## src/design/gpio_macros.svh

```systemverilog
`ifndef GPIO_MACROS_SVH
`define GPIO_MACROS_SVH

// Pins per port, one byte lane holds a whole register so at most 8
`define GPIO_PINS 8

// Ports A to D
`define GPIO_NUM_PORTS 4

// Mode, direction, output and input
`define GPIO_REGS_PER_PORT 4

// PADDR bits taken into the decode, the rest are ignored
`define GPIO_ADDR_BITS 16

`endif

```

## src/design/gpio_pkg.sv

```systemverilog
`default_nettype none

`include "gpio_macros.svh"

package gpio_pkg;

    // One APB data word, seen whole or as its four byte lanes
    typedef union packed {
        logic [31:0]     word;
        logic [3:0][7:0] bytes;     // bytes[0] is PWDATA[7:0]
    } apbWordT;

    // Register offset inside a port
    typedef enum logic [$clog2(`GPIO_REGS_PER_PORT)-1:0] {
        MODE,                       // 0 push-pull, 1 open-drain
        DIRECTION,                  // 1 is output
        OUTPUT,
        INPUT                       // Read only
    } regSelT;

endpackage

`default_nettype wire

```

## src/design/apbRegControl.sv

```systemverilog
`timescale 1ns/1ps
`default_nettype none

`include "gpio_macros.svh"

module apbRegControl (
    input  wire logic                                       PSEL,
    input  wire logic                                       PENABLE,
    input  wire logic                                       PWRITE,
    input  wire logic [31:0]                                PADDR,
    input  wire logic [31:0]                                PWDATA,
    input  wire logic [3:0]                                 PSTRB,
    input  wire logic [`GPIO_NUM_PORTS-1:0][`GPIO_PINS-1:0] rdByte,
    output logic      [31:0]                                PRDATA,
    output logic                                            PSLVERR,
    output logic      [`GPIO_NUM_PORTS-1:0]                 portWrEn,
    output gpio_pkg::regSelT                                regSel,
    output logic      [`GPIO_PINS-1:0]                      wrByte
);
    import gpio_pkg::*;

    localparam int regBits  = $clog2(`GPIO_REGS_PER_PORT);
    localparam int portBits = $clog2(`GPIO_NUM_PORTS);
    localparam int mapBits  = regBits + portBits;

    logic                access;
    logic                mapped;
    logic [portBits-1:0] portIdx;
    logic                wrInputErr;
    logic                slvErr;
    logic                strbOneHot;
    logic [1:0]          laneSel;
    logic [7:0]          laneByte;
    logic                wrAllowed;
    apbWordT             wrWord;
    apbWordT             rdWord;

    assign access  = PSEL & PENABLE;                         // Access phase
    assign mapped  = ~|PADDR[`GPIO_ADDR_BITS-1:mapBits];     // Offsets 0 to 15 only
    assign portIdx = PADDR[mapBits-1:regBits];
    assign regSel  = regSelT'(PADDR[regBits-1:0]);

    assign wrInputErr = PWRITE && (regSel == INPUT);
    assign slvErr     = access && (!mapped || wrInputErr);
    assign PSLVERR    = slvErr;

    // Only a single active strobe selects a lane
    always_comb
    begin
        strbOneHot = 1'b1;
        laneSel    = 2'd0;
        case (PSTRB)
            4'b0001: laneSel = 2'd0;
            4'b0010: laneSel = 2'd1;
            4'b0100: laneSel = 2'd2;
            4'b1000: laneSel = 2'd3;
            default: strbOneHot = 1'b0;
        endcase
    end

    assign wrWord   = apbWordT'(PWDATA);
    assign laneByte = wrWord.bytes[laneSel];
    assign wrByte   = laneByte[`GPIO_PINS-1:0];

    // Bad strobes are dropped without an error
    assign wrAllowed = access && PWRITE && mapped && (regSel != INPUT) && strbOneHot;

    always_comb
    begin
        for (int i = 0; i < `GPIO_NUM_PORTS; i++)
        begin
            portWrEn[i] = wrAllowed && (portIdx == portBits'(i));
        end
    end

    always_comb
    begin
        rdWord.word     = '0;
        rdWord.bytes[0] = 8'(rdByte[portIdx]);              // Register in byte 0
        if (access && !PWRITE && !slvErr)
        begin
            PRDATA = rdWord.word;
        end
        else
        begin
            PRDATA = '0;
        end
    end

endmodule

`default_nettype wire

```

## src/design/gpioPortBank.sv

```systemverilog
`timescale 1ns/1ps
`default_nettype none

`include "gpio_macros.svh"

module gpioPortBank (
    input  wire logic                   PCLK,
    input  wire logic                   PRESETn,
    input  wire logic                   wrEn,
    input  wire gpio_pkg::regSelT       regSel,
    input  wire logic [`GPIO_PINS-1:0]  wrByte,
    input  wire logic [`GPIO_PINS-1:0]  padIn,
    output logic      [`GPIO_PINS-1:0]  rdByte,
    output logic      [`GPIO_PINS-1:0]  padOut,
    output logic      [`GPIO_PINS-1:0]  padOutEn
);
    import gpio_pkg::*;

    logic [`GPIO_PINS-1:0] modeReg;     // Set bit is open-drain
    logic [`GPIO_PINS-1:0] dirReg;      // Set bit is output
    logic [`GPIO_PINS-1:0] outReg;
    logic [`GPIO_PINS-1:0] syncStage;   // First synchronizer flop
    logic [`GPIO_PINS-1:0] inReg;       // Second flop, read as INPUT

    always_ff @(posedge PCLK or negedge PRESETn)
    begin
        if (!PRESETn)
        begin
            modeReg <= '0;
            dirReg  <= '0;
            outReg  <= '0;
        end
        else if (wrEn)
        begin
            case (regSel)
                MODE:      modeReg <= wrByte;
                DIRECTION: dirReg  <= wrByte;
                OUTPUT:    outReg  <= wrByte;
                default:   ;                    // Input register has no write path
            endcase
        end
    end

    always_ff @(posedge PCLK or negedge PRESETn)
    begin
        if (!PRESETn)
        begin
            syncStage <= '0;
            inReg     <= '0;
        end
        else
        begin
            syncStage <= padIn;
            inReg     <= syncStage;
        end
    end

    // Open-drain pins only ever pull low, and release when the output bit is 1
    always_ff @(posedge PCLK or negedge PRESETn)
    begin
        if (!PRESETn)
        begin
            padOut   <= '0;
            padOutEn <= '0;
        end
        else
        begin
            padOut   <= outReg & ~modeReg;
            padOutEn <= dirReg & ~(modeReg & outReg);
        end
    end

    always_comb
    begin
        case (regSel)
            MODE:      rdByte = modeReg;
            DIRECTION: rdByte = dirReg;
            OUTPUT:    rdByte = outReg;
            default:   rdByte = inReg;
        endcase
    end

endmodule

`default_nettype wire

```

## src/design/gpioController.sv

```systemverilog
`timescale 1ns/1ps
`default_nettype none

`include "gpio_macros.svh"

module gpioController (
    input  wire logic                   PCLK,
    input  wire logic                   PRESETn,
    input  wire logic                   PSEL,
    input  wire logic                   PENABLE,
    input  wire logic                   PWRITE,
    input  wire logic [31:0]            PADDR,
    input  wire logic [31:0]            PWDATA,
    input  wire logic [3:0]             PSTRB,
    output logic      [31:0]            PRDATA,
    output logic                        PREADY,
    output logic                        PSLVERR,

    output logic      [`GPIO_PINS-1:0]  padOutA,
    output logic      [`GPIO_PINS-1:0]  padOutB,
    output logic      [`GPIO_PINS-1:0]  padOutC,
    output logic      [`GPIO_PINS-1:0]  padOutD,
    output logic      [`GPIO_PINS-1:0]  padOutEnA,
    output logic      [`GPIO_PINS-1:0]  padOutEnB,
    output logic      [`GPIO_PINS-1:0]  padOutEnC,
    output logic      [`GPIO_PINS-1:0]  padOutEnD,
    input  wire logic [`GPIO_PINS-1:0]  padInA,
    input  wire logic [`GPIO_PINS-1:0]  padInB,
    input  wire logic [`GPIO_PINS-1:0]  padInC,
    input  wire logic [`GPIO_PINS-1:0]  padInD
);
    import gpio_pkg::*;

    logic [`GPIO_NUM_PORTS-1:0]                 portWrEn;
    regSelT                                     regSel;
    logic [`GPIO_PINS-1:0]                      wrByte;
    logic [`GPIO_NUM_PORTS-1:0][`GPIO_PINS-1:0] rdByte;
    logic [`GPIO_NUM_PORTS-1:0][`GPIO_PINS-1:0] padOutAll;
    logic [`GPIO_NUM_PORTS-1:0][`GPIO_PINS-1:0] padOutEnAll;
    logic [`GPIO_NUM_PORTS-1:0][`GPIO_PINS-1:0] padInAll;

    assign PREADY = 1'b1;                       // Zero wait states

    apbRegControl uApbRegControl (
        .PSEL     (PSEL),
        .PENABLE  (PENABLE),
        .PWRITE   (PWRITE),
        .PADDR    (PADDR),
        .PWDATA   (PWDATA),
        .PSTRB    (PSTRB),
        .rdByte   (rdByte),
        .PRDATA   (PRDATA),
        .PSLVERR  (PSLVERR),
        .portWrEn (portWrEn),
        .regSel   (regSel),
        .wrByte   (wrByte)
    );

    for (genvar i = 0; i < `GPIO_NUM_PORTS; i++)
    begin : genBank
        gpioPortBank uPortBank (
            .PCLK     (PCLK),
            .PRESETn  (PRESETn),
            .wrEn     (portWrEn[i]),
            .regSel   (regSel),
            .wrByte   (wrByte),
            .padIn    (padInAll[i]),
            .rdByte   (rdByte[i]),
            .padOut   (padOutAll[i]),
            .padOutEn (padOutEnAll[i])
        );
    end

    assign padInAll = {padInD, padInC, padInB, padInA};   // Port A is bank 0

    assign padOutA   = padOutAll[0];
    assign padOutB   = padOutAll[1];
    assign padOutC   = padOutAll[2];
    assign padOutD   = padOutAll[3];
    assign padOutEnA = padOutEnAll[0];
    assign padOutEnB = padOutEnAll[1];
    assign padOutEnC = padOutEnAll[2];
    assign padOutEnD = padOutEnAll[3];

endmodule

`default_nettype wire

```

## config.mk

```make
export PLATFORM = sky130hd
export DESIGN_NAME = gpioController
export DESIGN_NICKNAME = d
export VERILOG_FILES = /design/src/design/gpio_pkg.sv /design/src/design/apbRegControl.sv /design/src/design/gpioPortBank.sv /design/src/design/gpioController.sv
export VERILOG_INCLUDE_DIRS = /design/src /design/src/design
export SDC_FILE = /design/constraint.sdc
export NUM_CORES = 1
export LEC_CHECK = 0
export BUFFER_PORTS_ARGS = -buffer_cell sky130_fd_sc_hd__buf_2
export CORE_ASPECT_RATIO = 0.5
export CORE_MARGIN = 2
export CORE_UTILIZATION = 54
export CTS_CLUSTER_SIZE = 16
export DETAILED_ROUTE_END_ITERATION = 8
export PLACE_DENSITY_LB_ADDON = 0.12
export SETUP_SLACK_MARGIN = 0.05
export SYNTH_ARGS = -nofsm -noshare
export SYNTH_HDL_FRONTEND = slang
export SYNTH_HIERARCHICAL = 1
export SYNTH_SLANG_ARGS = --single-unit
```

## constraint.sdc

```tcl
create_clock -name PCLK -period 1.8 [get_ports PCLK]
set_input_delay 0 -clock PCLK [delete_from_list [all_inputs] [get_ports PCLK]]
set_output_delay 0 -clock PCLK [all_outputs]
set_load 0.03 [all_outputs]
```

==> results.txt, run 1 <==
Seq/Total Area, Yosys = 0.609
slowest CP cell = mux4_2
Worst Path Arrival = 2.24 ns
layout cell share with drive strength beyond 1 = 0.526
number of max-cap violations = 0
initial antenna violation count = 2
CTS sink cnt = 224
port buffer count = 161
Netlist Area Pre-Place = 9210 sq um
FF+latch area = 5610 sq um
highest clock rate = 446 MHz
die area = 18200 sq um
Req. time, crit path = 1.80 ns
status = finished, violations left
Crit Path Category = reg -> out
endpoints failing setup = 8
worst-margin pin slew = 0.561 ns
TNS Setup = -3.33 ns
fin area = 12200 sq um
drt pass-1 iters = 4
max incr delay on CP = 0.54 ns
Worst-path clk slew = 0.07 ns
CTS tree = done
total global-route track usage = 0.242
number of stages on the worst setup path = 4
total power = 0.0104 W
Buf/Inv on CP = 1
CORE AREA = 16500 sq um
largest net degree at the start of global routing = 74
Slew headroom = 0.625
H-tree Lvls = 1
cell chain of the critical path = mux4_2, mux4_2, nor3b_1, buf_4
area grow syn2layout = 32.7%
CP delay by family, top = multiplexers
yosys warns = 6
Worst Hold Class = in -> async
hold violation count in the final report = 0
Syn Inst Count = 561
Cell variety after synth = 35
Crit. End Element = output pin
drt initial violations = 299
die height = 96.3 um
RSZ-0062 raised after global routing = yes
starting density of the core = 0.557
crit-path max FO = 2
final setup margin = -0.441 ns
first-pass GRT wire length = 32.9 mm
post-DR vias/cell = 5.41
Yosys reg bits = 224
number of remaining DRC errors = 0
final slew viol count = 0
fillers = 1058
crit path launch type = flip-flop
cells on worst reg2reg path = 4
failing checks = negative setup slack
Tmin final = 2.24 ns
dpl hpwl = 14.7 mm
multi-input logic area = 3500 sq um
final wirelength = 21.3 mm
total power per unit cell area = 849 nW/um^2
crit share post-route = 1.25
placed inst area = 11200 sq um
grt ovf = 0
Root Driver = clkbuf_16
io pins = 203
GP Congestion = 0.828
leak pwr = 6.28 nW
Die X = 189 um
most frequent cells in the layout = dfrtp_1, buf_2, buf_4, mux2_2, mux4_2
maximum vdd drop = 0.000575 V
vias in the first global route = 6005
Mean Syn Cell Area = 16.4 sq um
Std-Cell Rows = 33
via count = 5951
total clock buffers created by CTS = 20
WL per Instance = 19.3 um
Final ANT Viol Nets = 0
CP most frequent cell = mux4_2
most common cell after layout, fill and taps aside = dfrtp_1
Clk Latency, worst-skew pair = 0.50 ns
hold slack = 0.0696 ns
CTS max path bufs = 3
Final #Nets = 964
Max Clock Skew = 0.00897 ns
## cell usage after synthesis (all sizes together)
cell type  count  area [sq um]
a21boi        32           240
xor2           2          25.0
buf           41           299
dfrtp        224          5610
nor4           6          37.5
nor4b          3          26.3
clkbuf         6          22.5
mux4          40          1020
nand3          1          5.00
a32oi          8          70.1
nand3b         8           125
a311oi         8          70.1
o21ai         16          80.1
a41oi          1          8.76
a211oi         1          7.51
nand2b         2          12.5
a22oi          8          60.1
mux2          96          1080
nor2b         32           200
nor3b         12           135
or2            2          12.5
nand2          4          15.0
nand4b         1          8.76
conb           2          7.51
xnor2          2          17.5
nor2           3          11.3
## routing by layer
| layer | vias to the layer above | part of all wire | wire length [um] | track usage |
|---|---|---|---|---|
| met5 | - | 0 | 0 | 0 |
| met4 | 0 | 0.018 | 384 | 0.0638 |
| met1 | 3033 | 0.42 | 9010 | 0.336 |
| li1 | 2641 | - | - | - |
| met3 | 41 | 0.083 | 1780 | 0.0558 |
| met2 | 236 | 0.48 | 10100 | 0.393 |
## through the flow
stage	setup WS, ns	cells	utilization
6_report	-0.441	1101	0.740
5_1_grt	-0.467	1099	0.739
4_1_cts	-0.437	1096	0.739
3_5_place_dp	-0.190	1015	0.675
3_3_place_gp	-0.142	1015	0.675
2_1_floorplan	-0.133	584	-
## registers in the layout, summed over array words and instances (netlist names)
register and count:
genBank.uPortBank/inReg 32, genBank.uPortBank/padOutEn 32, genBank.uPortBank/dirReg 32, genBank.uPortBank/padOut 32, genBank.uPortBank/syncStage 32, genBank.uPortBank/outReg 32, genBank.uPortBank/modeReg 32
## power breakdown
group          leakage (nW)  switching (W)  internal, W  total, W
sequential             2.98      0.0000233      0.00511   0.00513
combinational          2.97       0.000541     0.000384  0.000925
clock                 0.331        0.00182      0.00250   0.00432
## what timing repair did
| action | CTS | global route |
|---|---|---|
| endpoints found under the hold margin | 231 | 0 |
| setup endpoints to repair | 8 | 8 |
| hold buffers | 33 | 0 |
| buffers inserted | 13 | 3 |
| resized for setup | 40 | 2 |
## worst paths after layout
| path | start | to | slack, ns |
|---|---|---|---|
| max reg2reg | genBank[3].uPortBank/outReg[4]$_DFFE_PN0P_ | genBank[3].uPortBank/outReg[4]$_DFFE_PN0P_ | 0.64 |
| min reg2reg | genBank[2].uPortBank/syncStage[6]$_DFF_PN0_ | genBank[2].uPortBank/inReg[6]$_DFF_PN0_ | 0.34 |
| min in group PCLK | padInD[5] | genBank[3].uPortBank/syncStage[5]$_DFF_PN0_ | 0.14 |
| min | PRESETn | genBank[2].uPortBank/syncStage[4]$_DFF_PN0_ | 0.07 |
| max in group asynchronous | PRESETn | genBank[1].uPortBank/inReg[0]$_DFF_PN0_ | 1.00 |
| max | genBank[3].uPortBank/outReg[4]$_DFFE_PN0P_ | PRDATA[4] | -0.44 |
## logic make-up (layout without fill, tap and decap cells)
kind of cell | after synthesis | after routing | share of synthesized area
multiplexers | 136 | 136 | 0.228
flip-flops | 224 | 224 | 0.609
other | 2 | 27 | 0.000816
AO/OA/AOI/OAI | 74 | 74 | 0.0583
buffers and inverters | 47 | 335 | 0.0349
XOR/XNOR | 4 | 4 | 0.00462
AND/OR/NAND/NOR | 74 | 74 | 0.0640
## final cells by class
cell class              instances  area share
flip-flops and latches        224       0.459
well taps                     227      0.0232
repair buffers                300       0.177
clock buffers                  25      0.0459
diodes                          2    0.000410
multi-input cells             313       0.287
clock inverters                10     0.00840
(Power assumes the default switching activity.)
==> inputs of run 2 (changes only) <==
--- a/config.mk
+++ b/config.mk
@@ -13,6 +13,7 @@
 export CTS_CLUSTER_SIZE = 16
 export DETAILED_ROUTE_END_ITERATION = 8
 export PLACE_DENSITY_LB_ADDON = 0.12
+export RECOVER_POWER = 50
 export SETUP_SLACK_MARGIN = 0.05
 export SYNTH_ARGS = -nofsm -noshare
 export SYNTH_HDL_FRONTEND = slang
==> run 2 against run 1 <==
Compared with the run above: the flow still finishes with violations (negative setup slack); design area is 1.0% lower; sequential cell count unchanged; count of clock-buffer cells in the layout did not move; register-to-register slack about the same; critical path depth did not move; sequential share of layout area increased by 0.47 points; via count down 0.35%; fmax down 0.11%; hold slack better by 0.071 ns; highest routed layer unchanged; routed wire length is 0.14% higher; clock power about the same; first-iteration DRC count increased by 9.7%.
==> results.txt, run 2 (synthesis results as in run 1) <==
post-layout util = 0.732
Worst Hold Class = in -> reg
GP Congestion = 0.828
status = finished, violations left
first-pass GRT wire length = 32.9 mm
die area = 18200 sq um
hold violation count in the final report = 0
cell chain of the critical path = mux4_2, mux4_2, nor3b_1, buf_4
Tmin final = 2.24 ns
CP delay by family, top = multiplexers
crit share post-route = 1.25
final wirelength = 21.3 mm
maximum vdd drop = 0.000568 V
largest net degree at the start of global routing = 74
endpoints failing setup = 8
Final #Nets = 964
slowest CP cell = mux4_2
io pins = 203
Crit Path Category = reg -> out
total power per unit cell area = 856 nW/um^2
most frequent cells in the layout = dfrtp_1, buf_2, mux2_2, buf_4, mux4_2
CTS max path bufs = 3
die height = 96.3 um
Buf/Inv on CP = 1
via count = 5930
max incr delay on CP = 0.54 ns
Std-Cell Rows = 33
highest clock rate = 446 MHz
placed cell count = 1015
starting density of the core = 0.557
Crit. End Element = output pin
fillers = 1087
Clk Latency, worst-skew pair = 0.50 ns
vias in the first global route = 6005
Max Clock Skew = 0.00939 ns
drt initial violations = 328
WL per Instance = 19.4 um
total clock buffers created by CTS = 20
most common cell after layout, fill and taps aside = dfrtp_1
CTS tree = done
Die X = 189 um
total power = 0.0103 W
final slew viol count = 0
number of max-cap violations = 0
final setup margin = -0.444 ns
Root Driver = clkbuf_16
Final ANT Viol Nets = 0
CTS sink cnt = 224
post-route non-filler standard cell count = 1100
H-tree Lvls = 1
drt pass-1 iters = 4
hold slack = 0.141 ns
grt ovf = 0
leak pwr = 6.17 nW
worst-margin pin slew = 0.978 ns
CORE AREA = 16500 sq um
total global-route track usage = 0.242
crit-path max FO = 2
CP most frequent cell = mux4_2
Slew headroom = 0.348
port buffer count = 161
Worst Path Arrival = 2.24 ns
failing checks = negative setup slack
layout cell share with drive strength beyond 1 = 0.500
crit path launch type = flip-flop
number of remaining DRC errors = 0
RSZ-0062 raised after global routing = yes
initial antenna violation count = 2
Worst-path clk slew = 0.07 ns
area grow syn2layout = 31.4%
post-DR vias/cell = 5.39
Req. time, crit path = 1.80 ns
dpl hpwl = 14.7 mm
-- run 2: through the flow --
step | cell area (sq um) | worst slack (ns) | TNS (ns)
final | 12100 | -0.444 | -3.32
after global placement | 11200 | -0.142 | -5.73
after CTS | 12200 | -0.437 | -3.41
after floorplan | 9540 | -0.133 | -3.67
after detailed placement | 11200 | -0.190 | -8.75
after global routing | 12100 | -0.467 | -3.69
-- run 2: worst paths after layout --
check	cells past startpoint	from	slack, ns	endpoint
setup reg to reg	4	genBank[3].uPortBank/outReg[4]$_DFFE_PN0P_	0.64	genBank[3].uPortBank/outReg[4]$_DFFE_PN0P_
max in group asynchronous	3	PRESETn	0.31	genBank[1].uPortBank/padOutEn[7]$_DFF_PN0_
hold reg to reg	0	genBank[2].uPortBank/syncStage[6]$_DFF_PN0_	0.34	genBank[2].uPortBank/inReg[6]$_DFF_PN0_
setup / recovery	4	genBank[3].uPortBank/outReg[4]$_DFFE_PN0P_	-0.44	PRDATA[4]
hold / removal	2	padInD[5]	0.14	genBank[3].uPortBank/syncStage[5]$_DFF_PN0_
min in group asynchronous	2	PRESETn	0.24	genBank[2].uPortBank/syncStage[4]$_DFF_PN0_
-- run 2: metal layers --
metal	GRT usage	vias up	share of wire	routed length [um]
met5	0	-	0	0
met4	0.0638	0	0.015	311
met3	0.0558	33	0.073	1560
met2	0.393	214	0.48	10200
met1	0.336	3048	0.43	9230
li1	-	2635	-	-
-- run 2: power by group --
| part | internal, W | switching [W] | total (W) |
|---|---|---|---|
| registers | 0.00511 | 0.0000233 | 0.00513 |
| logic | 0.000373 | 0.000539 | 0.000912 |
| clock network | 0.00250 | 0.00181 | 0.00431 |
| total | 0.00798 | 0.00237 | 0.0103 |
-- run 2: cell type report --
type,count,area [sq um],share of cell area
flip-flops and latches,224,5610,0.463
multi-input cells,313,3500,0.290
clock buffers,25,561,0.0463
clock inverters,10,103,0.00848
well taps,227,284,0.0235
repair buffers,300,2040,0.168
diodes,1,2.50,0.000207
-- run 2: what timing repair did --
item	in CTS	in global routing
hold buffers	33	0
setup endpoints to repair	8	8
hold endpoints to repair	231	0
pin swaps	0	0
gates resized for setup	40	2
setup buffers	13	3
-- run 2: worst reg2reg max path: stages, from the launching register on --
cell and delay, ns:
dfrtp_1 0.40, buf_4 0.14, buf_4 0.12, buf_4 0.13, mux2_2 0.26
==> inputs of run 3 (changes only) <==
--- a/config.mk
+++ b/config.mk
@@ -14,6 +14,7 @@
 export DETAILED_ROUTE_END_ITERATION = 8
 export PLACE_DENSITY_LB_ADDON = 0.12
 export RECOVER_POWER = 50
+export REMOVE_ABC_BUFFERS = 1
 export SETUP_SLACK_MARGIN = 0.05
 export SYNTH_ARGS = -nofsm -noshare
 export SYNTH_HDL_FRONTEND = slang
==> run 3 against run 2 <==
Compared with the run above: the run still ends with negative setup slack left; sequential cell count unchanged; largest power group unchanged; design area down 3.5%; core utilization down 2.6 points; critical endpoint is now PRDATA[5]; clock skew down 0.0014 ns.
==> results.txt, run 3 (synthesis results as in run 1) <==
endpoints failing setup = 8
H-tree Lvls = 1
worst-margin pin slew = 1.39 ns
die area = 18200 sq um
Final #Nets = 941
Std-Cell Rows = 33
Hold Path End = genBank[2].uPortBank/syncStage[0]$_DFF_PN0_
Max Clock Skew = 0.00800 ns
post-route non-filler standard cell count = 1077
Tmin final = 2.21 ns
layout cell share with drive strength beyond 1 = 0.493
hold slack = 0.142 ns
final slew viol count = 0
cells on worst reg2reg path = 2
total clock buffers created by CTS = 20
highest clock rate = 452 MHz
Req. time, crit path = 1.80 ns
R2R Setup Slk = 0.75 ns
Final ANT Viol Nets = 0
crit path launch type = flip-flop
maximum vdd drop = 0.000589 V
final setup margin = -0.410 ns
dpl hpwl = 14.4 mm
total power = 0.0101 W
CP Launch Point = genBank[0].uPortBank/outReg[5]$_DFFE_PN0P_
Clk Latency, worst-skew pair = 0.50 ns
failing checks = negative setup slack
CTS tree = done
CORE AREA = 16500 sq um
number of remaining DRC errors = 0
post-DR vias/cell = 5.39
vias in the first global route = 5875
number of max-cap violations = 0
hold violation count in the final report = 0
placed cell count = 990
drt initial violations = 331
first-pass GRT wire length = 31.9 mm
WL per Instance = 19.4 um
total global-route track usage = 0.234
crit-path max FO = 4
CTS max path bufs = 3
via count = 5807
io pins = 203
status = finished, violations left
crit share post-route = 1.23
Hold Path Origin = padInC[0]
leak pwr = 6.00 nW
area grow syn2layout = 26.8%
GP Congestion = 0.781
Crit Path Category = reg -> out
hold path depth = 2
Worst-path clk slew = 0.06 ns
Worst Path Arrival = 2.21 ns
reg2reg start = genBank[3].uPortBank/modeReg[4]$_DFFE_PN0P_
die height = 96.3 um
Worst Hold Class = in -> reg
final wirelength = 20.9 mm
largest net degree at the start of global routing = 58
RSZ-0062 raised after global routing = yes
ant diodes = 0
Slew headroom = 0.0716
total power per unit cell area = 866 nW/um^2
port buffer count = 161
most frequent cells in the layout = dfrtp_1, buf_2, mux2_2, buf_4, mux4_2
starting density of the core = 0.557
Die X = 189 um
initial antenna violation count = 0
CTS sink cnt = 224
most common cell after layout, fill and taps aside = dfrtp_1
Root Driver = clkbuf_16
Crit. End Element = output pin
RR Endpoint = genBank[3].uPortBank/padOutEn[4]$_DFF_PN0_
drt pass-1 iters = 5
grt ovf = 0
[run 3: cell types whose count changed in the layout (fill, tap and decap cells not counted), sizes merged]
cell | before | now
clkinv | 7 | 3
bufinv | 2 | 0
buf | 231 | 235
clkbuf | 61 | 41
diode | 1 | 0
[run 3: per-layer routing]
layer	up-vias	track usage	wire length [um]
li1	2578	-	-
met4	0	0.0540	363
met2	166	0.379	9860
met3	35	0.0412	1110
met5	-	0	0
met1	3028	0.338	9550
[run 3: stage by stage]
stage	cell area (sq um)	util	worst slack (ns)	TNS [ns]
floorplan	8970	-	-0.618	-41.19
global placement	10700	0.645	-0.266	-21.49
detailed placement	10700	0.645	-0.374	-30.63
CTS	11600	0.705	-0.415	-3.24
global route	11700	0.707	-0.468	-4.56
finish	11700	0.707	-0.410	-3.16
[run 3: critical path, stage by stage, from the launching register on]
cell and delay (ns):
dfrtp_1 0.40, mux4_2 0.54, mux4_2 0.46, nor3b_1 0.15, buf_4 0.17
[run 3: what timing repair did]
item / 4_1_cts / 5_1_grt
setup buffers: 10 / 8
endpoints found under the hold margin: 256 / 0
hold buffers: 33 / 0
endpoints found under the setup margin: 8 / 92
resized for setup: 37 / 7
[run 3: worst max-delay path by stage]
stage,end,depth (start not counted)
after floorplan,genBank[0].uPortBank/modeReg[0]$_DFFE_PN0P_,5
after global placement,genBank[0].uPortBank/modeReg[7]$_DFFE_PN0P_,9
after detailed placement,genBank[2].uPortBank/modeReg[6]$_DFFE_PN0P_,7
after CTS,PRDATA[3],4
after global routing,PRDATA[5],4
final,PRDATA[5],4
[run 3: cell type report]
cell class	instances	area, sq um
Sequential cell	224	5610
Clock buffer	32	627
Multi-Input combinational cell	313	3300
Timing Repair Buffer	277	1830
Clock inverter	4	22.5
Fill cell	1185	4850
Tap cell	227	284
[run 3: report_power, final]
part | switching, W | internal [W]
combinational | 0.000495 | 0.000306
clock | 0.00179 | 0.00239
sequential | 0.0000239 | 0.00511
